==> src/common/eth_defs.svh <==
`ifndef ETH_DEFS_SVH
`define ETH_DEFS_SVH

// Packet FIFO sizing
`define ETH_FIFO_AW 9                // 512 entries per FIFO

// Ethernet framing constants
`define ETH_PREAMBLE_LEN 7           // Preamble bytes ahead of the SFD
`define ETH_PREAMBLE_BYTE 8'h55      // Alternating 1/0 pattern
`define ETH_SFD 8'hD5                // Start-of-frame delimiter

// Minimum idle time between frames, in byte times
`define ETH_IPG_LEN 12

`endif

==> src/common/eth_pkg.sv <==
`include "eth_defs.svh"

package eth_pkg;

    typedef logic [7:0] eth_byte_t;                   // One octet on the wire
    typedef logic [8:0] fifo_word_t;                  // {byte, last} as stored in FIFO
    typedef logic [`ETH_FIFO_AW-1:0] fifo_ptr_t;      // FIFO memory address

    // Transmit framer states
    typedef enum logic [2:0] {
        TX_IDLE,                                      // Waiting for a committed packet
        TX_PREAMBLE,                                  // Sending 55 bytes
        TX_SFD,                                       // Sending D5
        TX_DATA,                                      // Streaming payload from FIFO
        TX_GAP                                        // Inter-packet gap
    } tx_state_t;

    // Receive deframer states
    typedef enum logic [1:0] {
        RX_IDLE,                                      // Line quiet
        RX_PREAMBLE,                                  // Hunting for SFD
        RX_DATA,                                      // Payload into FIFO
        RX_DISCARD                                    // Bad frame, wait for dv low
    } rx_state_t;

endpackage

==> src/mac/gmii_tx_framer.sv <==
`timescale 1ns/1ps
`include "eth_defs.svh"

module gmii_tx_framer (
    input  logic               clk_125,
    input  logic               i_reset_n,
    // Committed packet stream from TX FIFO
    input  logic               i_valid,
    input  eth_pkg::eth_byte_t i_data,
    input  logic               i_last,
    output logic               o_ready,
    // GMII transmit
    output eth_pkg::eth_byte_t o_gmii_txd,
    output logic               o_gmii_tx_en
);

    eth_pkg::tx_state_t state;
    logic [3:0]         cnt;                         // Preamble and gap counter

    // Pull one byte per cycle while in DATA
    assign o_ready = (state == eth_pkg::TX_DATA);

    // Byte lane, registered toward the PHY
    always_ff @(posedge clk_125) begin
        case (state)
            eth_pkg::TX_PREAMBLE: o_gmii_txd <= `ETH_PREAMBLE_BYTE;
            eth_pkg::TX_SFD:      o_gmii_txd <= `ETH_SFD;
            eth_pkg::TX_DATA:     o_gmii_txd <= i_data;
            default:              o_gmii_txd <= o_gmii_txd;  // Don't care with tx_en low
        endcase
    end

    always_ff @(posedge clk_125) begin
        if (!i_reset_n) begin
            state        <= eth_pkg::TX_IDLE;
            cnt          <= '0;
            o_gmii_tx_en <= 1'b0;
        end else begin
            case (state)
                eth_pkg::TX_IDLE: begin
                    o_gmii_tx_en <= 1'b0;
                    cnt          <= '0;
                    if (i_valid) begin               // Whole packet already stored
                        state <= eth_pkg::TX_PREAMBLE;
                    end
                end
                eth_pkg::TX_PREAMBLE: begin
                    o_gmii_tx_en <= 1'b1;
                    if (cnt == 4'(`ETH_PREAMBLE_LEN - 1)) begin
                        state <= eth_pkg::TX_SFD;
                        cnt   <= '0;
                    end else begin
                        cnt <= cnt + 1'b1;
                    end
                end
                eth_pkg::TX_SFD: begin
                    o_gmii_tx_en <= 1'b1;
                    state        <= eth_pkg::TX_DATA;
                end
                eth_pkg::TX_DATA: begin
                    o_gmii_tx_en <= 1'b1;
                    if (i_last) begin                // Final payload byte taken
                        state <= eth_pkg::TX_GAP;
                        cnt   <= '0;
                    end
                end
                eth_pkg::TX_GAP: begin
                    o_gmii_tx_en <= 1'b0;
                    if (cnt == 4'(`ETH_IPG_LEN - 1)) begin
                        state <= eth_pkg::TX_IDLE;
                    end else begin
                        cnt <= cnt + 1'b1;
                    end
                end
                default: begin
                    state        <= eth_pkg::TX_IDLE;
                    o_gmii_tx_en <= 1'b0;
                end
            endcase
        end
    end

    // Store-and-forward upstream means the FIFO never runs dry mid-frame
    a_no_underrun: assert property (
        @(posedge clk_125) disable iff (!i_reset_n)
        (state == eth_pkg::TX_DATA) |-> i_valid
    ) else $error("gmii_tx_framer: FIFO empty during DATA");

    // Line stays quiet for the full gap after each frame
    a_ipg: assert property (
        @(posedge clk_125) disable iff (!i_reset_n)
        $fell(o_gmii_tx_en) |-> !o_gmii_tx_en [*`ETH_IPG_LEN]
    ) else $error("gmii_tx_framer: inter-packet gap too short");

endmodule

==> config.mk <==
export PLATFORM = sky130hd
export DESIGN_NAME = gmii_tx_framer
export DESIGN_NICKNAME = d
export VERILOG_FILES = /design/src/common/eth_pkg.sv /design/src/mac/gmii_tx_framer.sv
export VERILOG_INCLUDE_DIRS = /design/src /design/src/common
export SDC_FILE = /design/constraint.sdc
export NUM_CORES = 1
export LEC_CHECK = 0
export ABC_AREA = 1
export BUFFER_PORTS_ARGS = -buffer_cell sky130_fd_sc_hd__buf_2
export CORE_UTILIZATION = 30
export DETAILED_ROUTE_END_ITERATION = 10
export SYNTH_ARGS = -nofsm -noshare
export SYNTH_HDL_FRONTEND = slang
export SYNTH_SLANG_ARGS = --single-unit
==> constraint.sdc <==
create_clock -name clk_125 -period 2.84 [get_ports clk_125]
set_clock_uncertainty 0.2 [all_clocks]
set_input_delay 0.568 -clock clk_125 [delete_from_list [all_inputs] [get_ports clk_125]]
set_output_delay 0.568 -clock clk_125 [all_outputs]
set_load 0.01 [all_outputs]
==> flow_metrics.tcl <==
set metrics [dict create \
    fin_tns_setup_ps 0 \
    busiest_layer "met2" \
    status "complete, but fails checks" \
    max_freq_mhz 504 \
    syn_area_um2 900 \
    clk_path_buf_depth 2 \
    period_share_pct 69.9 \
    layoutNonFillerInstCount 168 \
    antenna_found_initial 0 \
    rsz0062_at_grt "false" \
    clkTransAtPathRegs_ps 110 \
    grt_pass1_wl_um 2800 \
    drc 6 \
    clock_latency_ps 300 \
    yosys.area.top_type "edfxtp_1" \
    finalSetupViolations 0 \
    portBuffers 21 \
    dr.first_iter.drc_count 17 \
    postSynthAreaPerCell_um2 7.96 \
    area_growth_pct 18.1 \
    rr_endpoint "state[1]" \
    core_area_um2 2810 \
    dp_hpwl_um 1380 \
    syn_inst 113 \
    path_cells "nor2_8 -> buf_2" \
    post-route-min-period_ps 1990 \
    synth_async_sr_flop_share_pct 0 \
    finalPower_mw 0.933 \
    arrival_ps 1220 \
    final_cell_area_um2 1060 \
    relSlewSlack_pct 53.5 \
    pre_cts_ws_ps 1060 \
    fin_ws_ps 855 \
    antenna_cells 0 \
    hold_viol 0 \
    setup.worst_path.class "register to primary output" \
    max_cap_violations 0 \
    cts_tree "done" \
    power_density_nw_per_um2 878 \
    reg2reg_slack_ps 1050 \
    ys_seq_area_share_pct 44.5 \
    n_fill_cell 306 \
    firstDrtPassIters 6 \
    htree_levels 1 \
    drive_above_1_share_pct 32.1 \
    grt_start_max_net_pins 11 \
    met1_usage_pct 13.0 \
    crit_fanout 10 \
    cts_resized 0 \
    grt_use_met3_pct 5.53 \
    crit_path_start_kind "register" \
    synth-edff-count 8 \
    initial_utilization_pct 32.1 \
    endpoint_kind "primary output" \
    crit_path_end "o_ready" \
    synthTopCellsByCount "nand2_1 (23), inv_1 (15), nor2_1 (15), dfxtp_1 (8), edfxtp_1 (8)" \
    nets 152 \
    worstHoldPathType "register to register" \
    viasPerCell 4.45 \
    maxSlewViolCount 0 \
    place_inst 164 \
    yosys.area.top_type_share_pct 26.7 \
    cp.required_ps 2070 \
    synth.area.top_cells "edfxtp_1 (27%), dfxtp_1 (18%), nand2_1 (9.6%)" \
    max_slew.worst_pin.slew_ps 695 \
    synth_nets 127 \
    rows 19 \
    cts_sinks 16 \
    holdWs_ps 316 \
    die_y_um 56.8 \
    overflow 0 \
    violations "design-rule violations" \
    ir_worst_vdd_mv 0.299 \
    cpPeakStageDelay_ps 660 \
    cp-startpoint "state[2]" \
    root_buffer "clkbuf_4" \
    multi_input_area_um2 420 \
    seq_area_um2 400 \
    grt_use_total_pct 11.4 \
    met2_usage_pct 19.4 \
    ys_types 22 \
    hold_buffers 0 \
    yosys_warnings 0 \
    crit_path_top_delay_cell "dfxtp_1" \
    synth-main-ff-cell "edfxtp_1" \
    dieArea_um2 3220 \
    yosysMostFrequentCell "nand2_1" \
    ys_ff_latch 16 \
    final_util_pct 37.9 \
    first_global_vias 652 \
    drtAntennaViolNets 0 \
    hold_start "cnt[0]" \
    wl_per_cell_um 10.3 \
    vias 748 \
    placed_cell_area_um2 1040 \
    fp.dieW_um 56.8 \
    num_io_pins 22 \
    cts_buffers 3 \
    drt-total-wl_um 1730 \
    worst_r2r_path_depth 8 \
    cts_setup_buffers 0 \
    rr_startpoint "state[0]" \
    p_leak_nw 0.492 \
    gp_congestion 0.793 \
]
[placed cells by master, fill, tap and decap left out]
| master | count |
|---|---|
| inv_1 | 15 |
| a21oi_1 | 3 |
| nor2_2 | 4 |
| nor3_1 | 3 |
| nand4_1 | 2 |
| o21ai_1 | 3 |
| xor2_1 | 1 |
| or2_1 | 4 |
| nand2_1 | 23 |
| o21ai_0 | 1 |
| edfxtp_1 | 8 |
| dfxtp_1 | 8 |
| inv_2 | 4 |
| nor2_4 | 1 |
| nand2_4 | 3 |
| clkinv_1 | 1 |
| nor2_1 | 15 |
| a21oi_2 | 1 |
| nand3_1 | 4 |
| clkbuf_4 | 3 |
| buf_2 | 21 |
| nor2_8 | 1 |
| ha_1 | 2 |
| nand2_2 | 6 |
[cell type report]
type                            instances  area share, %
Multi-Input combinational cell         77           39.6
Inverter                               19           6.71
Sequential cell                        16           37.7
Clock buffer                            3           2.12
Timing Repair Buffer                   21           9.89
Tap cell                               31           3.65
Clock inverter                          1          0.353
[power breakdown]
| group | leakage [nW] | switching, mW | internal (mW) |
|---|---|---|---|
| Combinational | 0.343 | 0.283 | 0.150 |
| Clock | 0.0154 | 0.0763 | 0.0511 |
| Sequential | 0.134 | 0.0418 | 0.331 |
| Total | 0.492 | 0.401 | 0.532 |
[worst max-delay path: cells and delay by family (launching register included)]
kind                   cells  cell delay [ps]
buffers and inverters      1              160
flip-flops                 1              660
AND/OR/NAND/NOR            1              100
[how the worst min path moves through the flow]
stage / to / slack (ps) / depth (start not counted)
floorplan: cnt[0] / 270 / 2
global placement: cnt[0] / 290 / 2
detailed placement: cnt[0] / 310 / 2
CTS: o_gmii_txd[4] / 320 / 2
global route: o_gmii_txd[2] / 320 / 2
finish: cnt[0] / 320 / 2
[flip-flops by register name, indices dropped and copies added (netlist names)]
signal / count
cnt: 4
o_gmii_txd: 8
o_gmii_tx_en: 1
state: 3
[layer usage]
layer	vias to the layer above	wire length (um)
li1	398	-
met1	328	778
met2	22	817
met3	0	131
met4	0	0
met5	-	0
[logic make-up after synthesis]
| logic type | after synthesis | synth area share, % |
|---|---|---|
| buffers and inverters | 20 | 8.76 |
| and+or+nand+nor | 66 | 38.1 |
| AOI/OAI and AO/OA | 8 | 4.87 |
| xor gates and xnor gates | 1 | 0.974 |
| DFF | 16 | 44.5 |
| adders and majority gates | 2 | 2.78 |
Note: power is estimated with default switching activity, not from simulation.
