[config.mk]
export PLATFORM = sky130hd
export DESIGN_NAME = gmii_rx_deframer
export DESIGN_NICKNAME = d
export VERILOG_FILES = /design/src/common/eth_pkg.sv /design/src/mac/gmii_rx_deframer.sv
export VERILOG_INCLUDE_DIRS = /design/src /design/src/common
export SDC_FILE = /design/constraint.sdc
export NUM_CORES = 1
export LEC_CHECK = 0
export BUFFER_PORTS_ARGS = -buffer_cell sky130_fd_sc_hd__buf_2
export CAP_MARGIN = 20
export CORE_UTILIZATION = 39
export CTS_BUF_LIST = sky130_fd_sc_hd__clkbuf_8 sky130_fd_sc_hd__clkbuf_16
export DETAILED_ROUTE_END_ITERATION = 16
export GPL_TIMING_DRIVEN = 0
export MAX_ROUTING_LAYER = met4
export PLACE_DENSITY = 0.79
export SETUP_SLACK_MARGIN = 0.3
export SYNTH_ARGS = -nofsm -noshare
export SYNTH_HDL_FRONTEND = slang
export SYNTH_SLANG_ARGS = --single-unit
[constraint.sdc]
create_clock -name clk_125 -period 3 [get_ports clk_125]
set_clock_uncertainty 0.2 [all_clocks]
set_input_delay 0.15 -clock clk_125 [delete_from_list [all_inputs] [get_ports clk_125]]
set_output_delay 0.15 -clock clk_125 [all_outputs]
set_load 0.01 [all_outputs]
[src/common/eth_defs.svh]
`ifndef ETH_DEFS_SVH
`define ETH_DEFS_SVH

// Packet FIFO sizing
`define ETH_FIFO_AW 9                // 512 entries per FIFO

// Ethernet framing constants
`define ETH_PREAMBLE_LEN 7           // Preamble bytes ahead of the SFD
`define ETH_PREAMBLE_BYTE 8'h55      // Alternating 1/0 pattern
`define ETH_SFD 8'hD5                // Start-of-frame delimiter

// Minimum idle time between frames, in byte times
`define ETH_IPG_LEN 12

`endif

[src/common/eth_pkg.sv]
`include "eth_defs.svh"

package eth_pkg;

    typedef logic [7:0] eth_byte_t;                   // One octet on the wire
    typedef logic [8:0] fifo_word_t;                  // {byte, last} as stored in FIFO
    typedef logic [`ETH_FIFO_AW-1:0] fifo_ptr_t;      // FIFO memory address

    // Transmit framer states
    typedef enum logic [2:0] {
        TX_IDLE,                                      // Waiting for a committed packet
        TX_PREAMBLE,                                  // Sending 55 bytes
        TX_SFD,                                       // Sending D5
        TX_DATA,                                      // Streaming payload from FIFO
        TX_GAP                                        // Inter-packet gap
    } tx_state_t;

    // Receive deframer states
    typedef enum logic [1:0] {
        RX_IDLE,                                      // Line quiet
        RX_PREAMBLE,                                  // Hunting for SFD
        RX_DATA,                                      // Payload into FIFO
        RX_DISCARD                                    // Bad frame, wait for dv low
    } rx_state_t;

endpackage

[src/mac/gmii_rx_deframer.sv]
`timescale 1ns/1ps
`include "eth_defs.svh"

module gmii_rx_deframer (
    input  logic               clk_125,
    input  logic               i_reset_n,
    // GMII receive
    input  eth_pkg::eth_byte_t i_gmii_rxd,
    input  logic               i_gmii_rx_dv,
    input  logic               i_gmii_rx_er,
    // Write side of RX FIFO
    input  logic               i_ready,
    output logic               o_valid,
    output eth_pkg::eth_byte_t o_data,
    output logic               o_last,
    output logic               o_drop
);

    eth_pkg::rx_state_t state;
    eth_pkg::eth_byte_t hold_data;                   // One byte behind the wire
    logic               hold_valid;
    logic               wrote;                       // FIFO holds bytes of this frame
    logic               data_bad;
    logic               emit;

    // Error on the line, or held byte has nowhere to go
    assign data_bad = (state == eth_pkg::RX_DATA)
                    && (i_gmii_rx_er || (hold_valid && !i_ready));
    assign emit     = (state == eth_pkg::RX_DATA) && hold_valid && !data_bad;

    assign o_data  = hold_data;
    assign o_last  = emit && !i_gmii_rx_dv;          // dv fell, held byte ends frame
    assign o_drop  = (state == eth_pkg::RX_DISCARD) && wrote;
    assign o_valid = emit || o_drop;

    always_ff @(posedge clk_125) begin
        if (state == eth_pkg::RX_DATA && i_gmii_rx_dv) begin
            hold_data <= i_gmii_rxd;
        end
    end

    always_ff @(posedge clk_125) begin
        if (!i_reset_n) begin
            state      <= eth_pkg::RX_IDLE;
            hold_valid <= 1'b0;
            wrote      <= 1'b0;
        end else begin
            case (state)
                eth_pkg::RX_IDLE: begin
                    if (i_gmii_rx_dv) begin
                        if (i_gmii_rx_er)
                            state <= eth_pkg::RX_DISCARD;
                        else if (i_gmii_rxd == `ETH_SFD)
                            state <= eth_pkg::RX_DATA;   // Preamble was cut short
                        else
                            state <= eth_pkg::RX_PREAMBLE;
                    end
                end
                eth_pkg::RX_PREAMBLE: begin
                    if (!i_gmii_rx_dv || i_gmii_rx_er)
                        state <= eth_pkg::RX_DISCARD;
                    else if (i_gmii_rxd == `ETH_SFD)
                        state <= eth_pkg::RX_DATA;
                    else if (i_gmii_rxd != `ETH_PREAMBLE_BYTE)
                        state <= eth_pkg::RX_DISCARD;
                end
                eth_pkg::RX_DATA: begin
                    if (data_bad) begin
                        state      <= eth_pkg::RX_DISCARD;
                        hold_valid <= 1'b0;
                    end else if (!i_gmii_rx_dv) begin
                        state      <= eth_pkg::RX_IDLE;  // Last byte written now
                        hold_valid <= 1'b0;
                        wrote      <= 1'b0;
                    end else begin
                        hold_valid <= 1'b1;
                        if (emit) wrote <= 1'b1;
                    end
                end
                eth_pkg::RX_DISCARD: begin
                    wrote <= 1'b0;                   // Drop strobe goes out once
                    if (!i_gmii_rx_dv) state <= eth_pkg::RX_IDLE;
                end
                default: state <= eth_pkg::RX_IDLE;
            endcase
        end
    end

    // Byte written with last is the final one seen before dv fell
    a_last_byte: assert property (
        @(posedge clk_125) disable iff (!i_reset_n)
        (o_valid && o_last) |-> ($past(i_gmii_rx_dv) && (o_data == $past(i_gmii_rxd)))
    ) else $error("gmii_rx_deframer: last byte is not the final byte on the wire");

endmodule

==> results by group <==
Run status
  – Outcome: finished clean

Die
  – Row count: 12
  – # IOs: 24
  – Die Span Y: 38.27 um
  – Core Footprint: 1171 um2
  – DIE WIDTH: 38.27 um
  – Die Footprint: 1464 um2
  – Initial Util: 43.80%

Layout
  – Fill cells: 96
  – Nets: 96
  – Register area: 320.3 um2
  – Layout Area Growth over Synthesis: 54.15%
  – Area of the multi-input gates: 173.9 um2
  – Share of cells above drive strength 1: 36.59%
  – Diodes inserted: 0
  – Final core utilization: 67.52%

Global routing
  – Global route overflow: 0
  – Initial antenna violation count: 0
  – All-Layer GR Usage: 18.53%
  – First-pass GRT wire length: 1635 um
  – Number of global-route vias before repair: 384
  – Largest net degree at the start of global routing: 10

Yosys
  – Syn Std Cell Area: 513.0 um2
  – Register bit count reported by yosys: 12
  – Top-count cell post-synth: edfxtp_1
  – Ys Warns: 0
  – Sequential share of the synthesized area: 62.44%
  – Synth area leader: edfxtp_1
  – Top cells by area, synth: edfxtp_1, dfxtp_1, a21oi_1, nand2_1, nand3_1
  – Netlist cell types: 20
  – EDFF count, synth: 8
  – Top cell type's share of synthesized area: 46.83%
  – Cell count after synthesis: 46
  – Top_reg_cell synth: edfxtp_1
  – Synth Area per Inst: 11.15 um2
  – Syn Nets: 59
  – Synth top cells by count: edfxtp_1, nand2_1, a21oi_1, dfxtp_1, inv_1
  – Synth async-reset ratio: 0%

Worst hold path
  – WHS Path Cells: 4
  – Classification of the worst-slack hold path: in -> reg

Setup path
  – Worst Setup Start Kind: flop
  – Element type at the critical path end: flop
  – Crit path cell chain: inv_2, nor3_2
  – Crit-path max FO: 9
  – Critical path's slowest cell: nor3_2
  – Reg-to-reg setup timing slack: 1300 ps
  – Req. time, crit path: 2670 ps
  – CP Data Arrival Time: 1370 ps
  – Critical path type: reg -> reg
  – Max stage delay on crit path: 590 ps
  – Reg2Reg Depth: 2

CTS
  – Clock Tree Root: clkbuf_8
  – Post-CTS resize count: 0
  – Post-CTS setup buffers: 0
  – Buffers from clock root to sink, at most: 2
  – Hold_buf cts: 9
  – H-tree depth: 1
  – Clk_lat worst skew: 240 ps
  – CTS tree: built
  – CTS clk-pin slew, worst paths: 50 ps
  – Clock sinks: 12
  – TritonCTS buffer count: 3

Placed design
  – GPL Wtd Cong: 0.8909
  – I/O Buffers: 23
  – HPWL Detailed: 783.6 um
  – Dpl ws: 1329 ps

Pwr
  – NetSw: 87.84 uW
  – Sequential power share: 46.3%
  – Clk network pwr share: 42.0%
  – Combinational power share: 11.7%
  – Worst VDD drop: 0.5300 mV
  – Overall Power: 414.1 uW
  – Switching share of total power: 21.21%
  – Power per cell area: 523.7 nW/um2
  – Leak pwr: 0.3695 nW
  – Int Pwr: 326.2 uW

Timing
  – RSZ-0062 raised after global routing: false
  – Slew Limit Fails: 0
  – Final cycle utilization of the critical path: 56.54%
  – Final Setup Violations: 0
  – Min cycle time layout: 1696 ps
  – Final TNS setup: 0 ps
  – Min Hold Slack: 45.73 ps
  – Slew @ Worst Pin: 683.7 ps
  – Final Hold Fails: 0
  – Final WS setup: 1304 ps
  – Max Freq: 589.5 MHz
  – Relative slew slack: 54.17%

Run
  – Max cap viols: 0

Routing
  – Post-DRT Antenna Nets: 0
  – Drt pass-1 iters: 4
  – Routed WL: 1147 um
  – DRC: 0
  – Vias per std cell: 5.073
  – Drt first-iter violations: 7
  – DR WL/cell: 11.95 um
  – Vias: 487
==> stage by stage <==
stage,std cells,area [um2]
floorplan,46,513.0
global placement,83,645.6
detailed placement,83,645.6
CTS,96,790.8
global route,96,790.8
finish,96,790.8
==> registers in the layout, indices dropped and copies added (netlist names) <==
register	count
hold_valid	1
o_data	8
state	2
wrote	1
==> critical path: cells and delay by family (launching register included) <==
family	cells	cell delay, ps
AND/OR/NAND/NOR	1	590
flip-flops	1	450
buffers and inverters	1	80
==> worst paths after layout <==
kind / end / startpoint
min reg2reg: hold_valid / hold_valid
min: hold_valid / i_gmii_rx_er
max: o_data[4] / state[1]
max reg2reg: o_data[4] / state[1]
==> cell usage in the layout, fill, tap and decap left out <==
master and n:
a21boi_1 1, a21oi_1 5, a31o_1 1, and3_1 1, and4b_1 1, buf_2 23, clkbuf_8 4, dfxtp_1 4
dlygate4sd3_1 9, edfxtp_1 8, inv_1 4, inv_2 1, nand2_1 6, nand2b_1 2, nand3_1 3, nand4b_1 1
nor2_1 2, nor2b_1 1, nor3_2 1, nor3b_1 1, o211a_1 1, o21ai_0 1, o221a_2 1
==> layout make-up <==
cell class,count,area share [%]
Inverter,5,2.373
Clock buffer,4,6.962
Multi-Input combinational cell,29,21.99
Tap cell,14,2.215
Timing Repair Buffer,32,25.95
Sequential cell,12,40.51
==> metal layers <==
metal | share of wire, % | track usage, % | up-vias
li1 | - | - | 238
met1 | 44 | 20.90 | 220
met2 | 44 | 23.73 | 21
met3 | 5.7 | 5.814 | 8
met4 | 6.7 | 21.43 | 0
met5 | 0 | - | -
==> cell families (layout without fill, tap and decap cells) <==
logic type             Yosys count  in the layout  synth area share [%]
AND/OR/NAND/NOR                 19             19                 20.73
AO/OA/AOI/OAI                   10             10                 13.17
flip-flops                      12             12                 62.44
buffers and inverters            5             41                 3.657
==> power groups by stage <==
stage | clock, mW | sequential [mW] | combinational, mW
floorplan | 0 | 0.195 | 0.0199
global placement | 0 | 0.195 | 0.0379
detailed placement | 0 | 0.195 | 0.0387
CTS | 0.178 | 0.192 | 0.0479
global route | 0.186 | 0.193 | 0.0530
finish | 0.174 | 0.192 | 0.0485
Power figures use the tool's default switching activity.
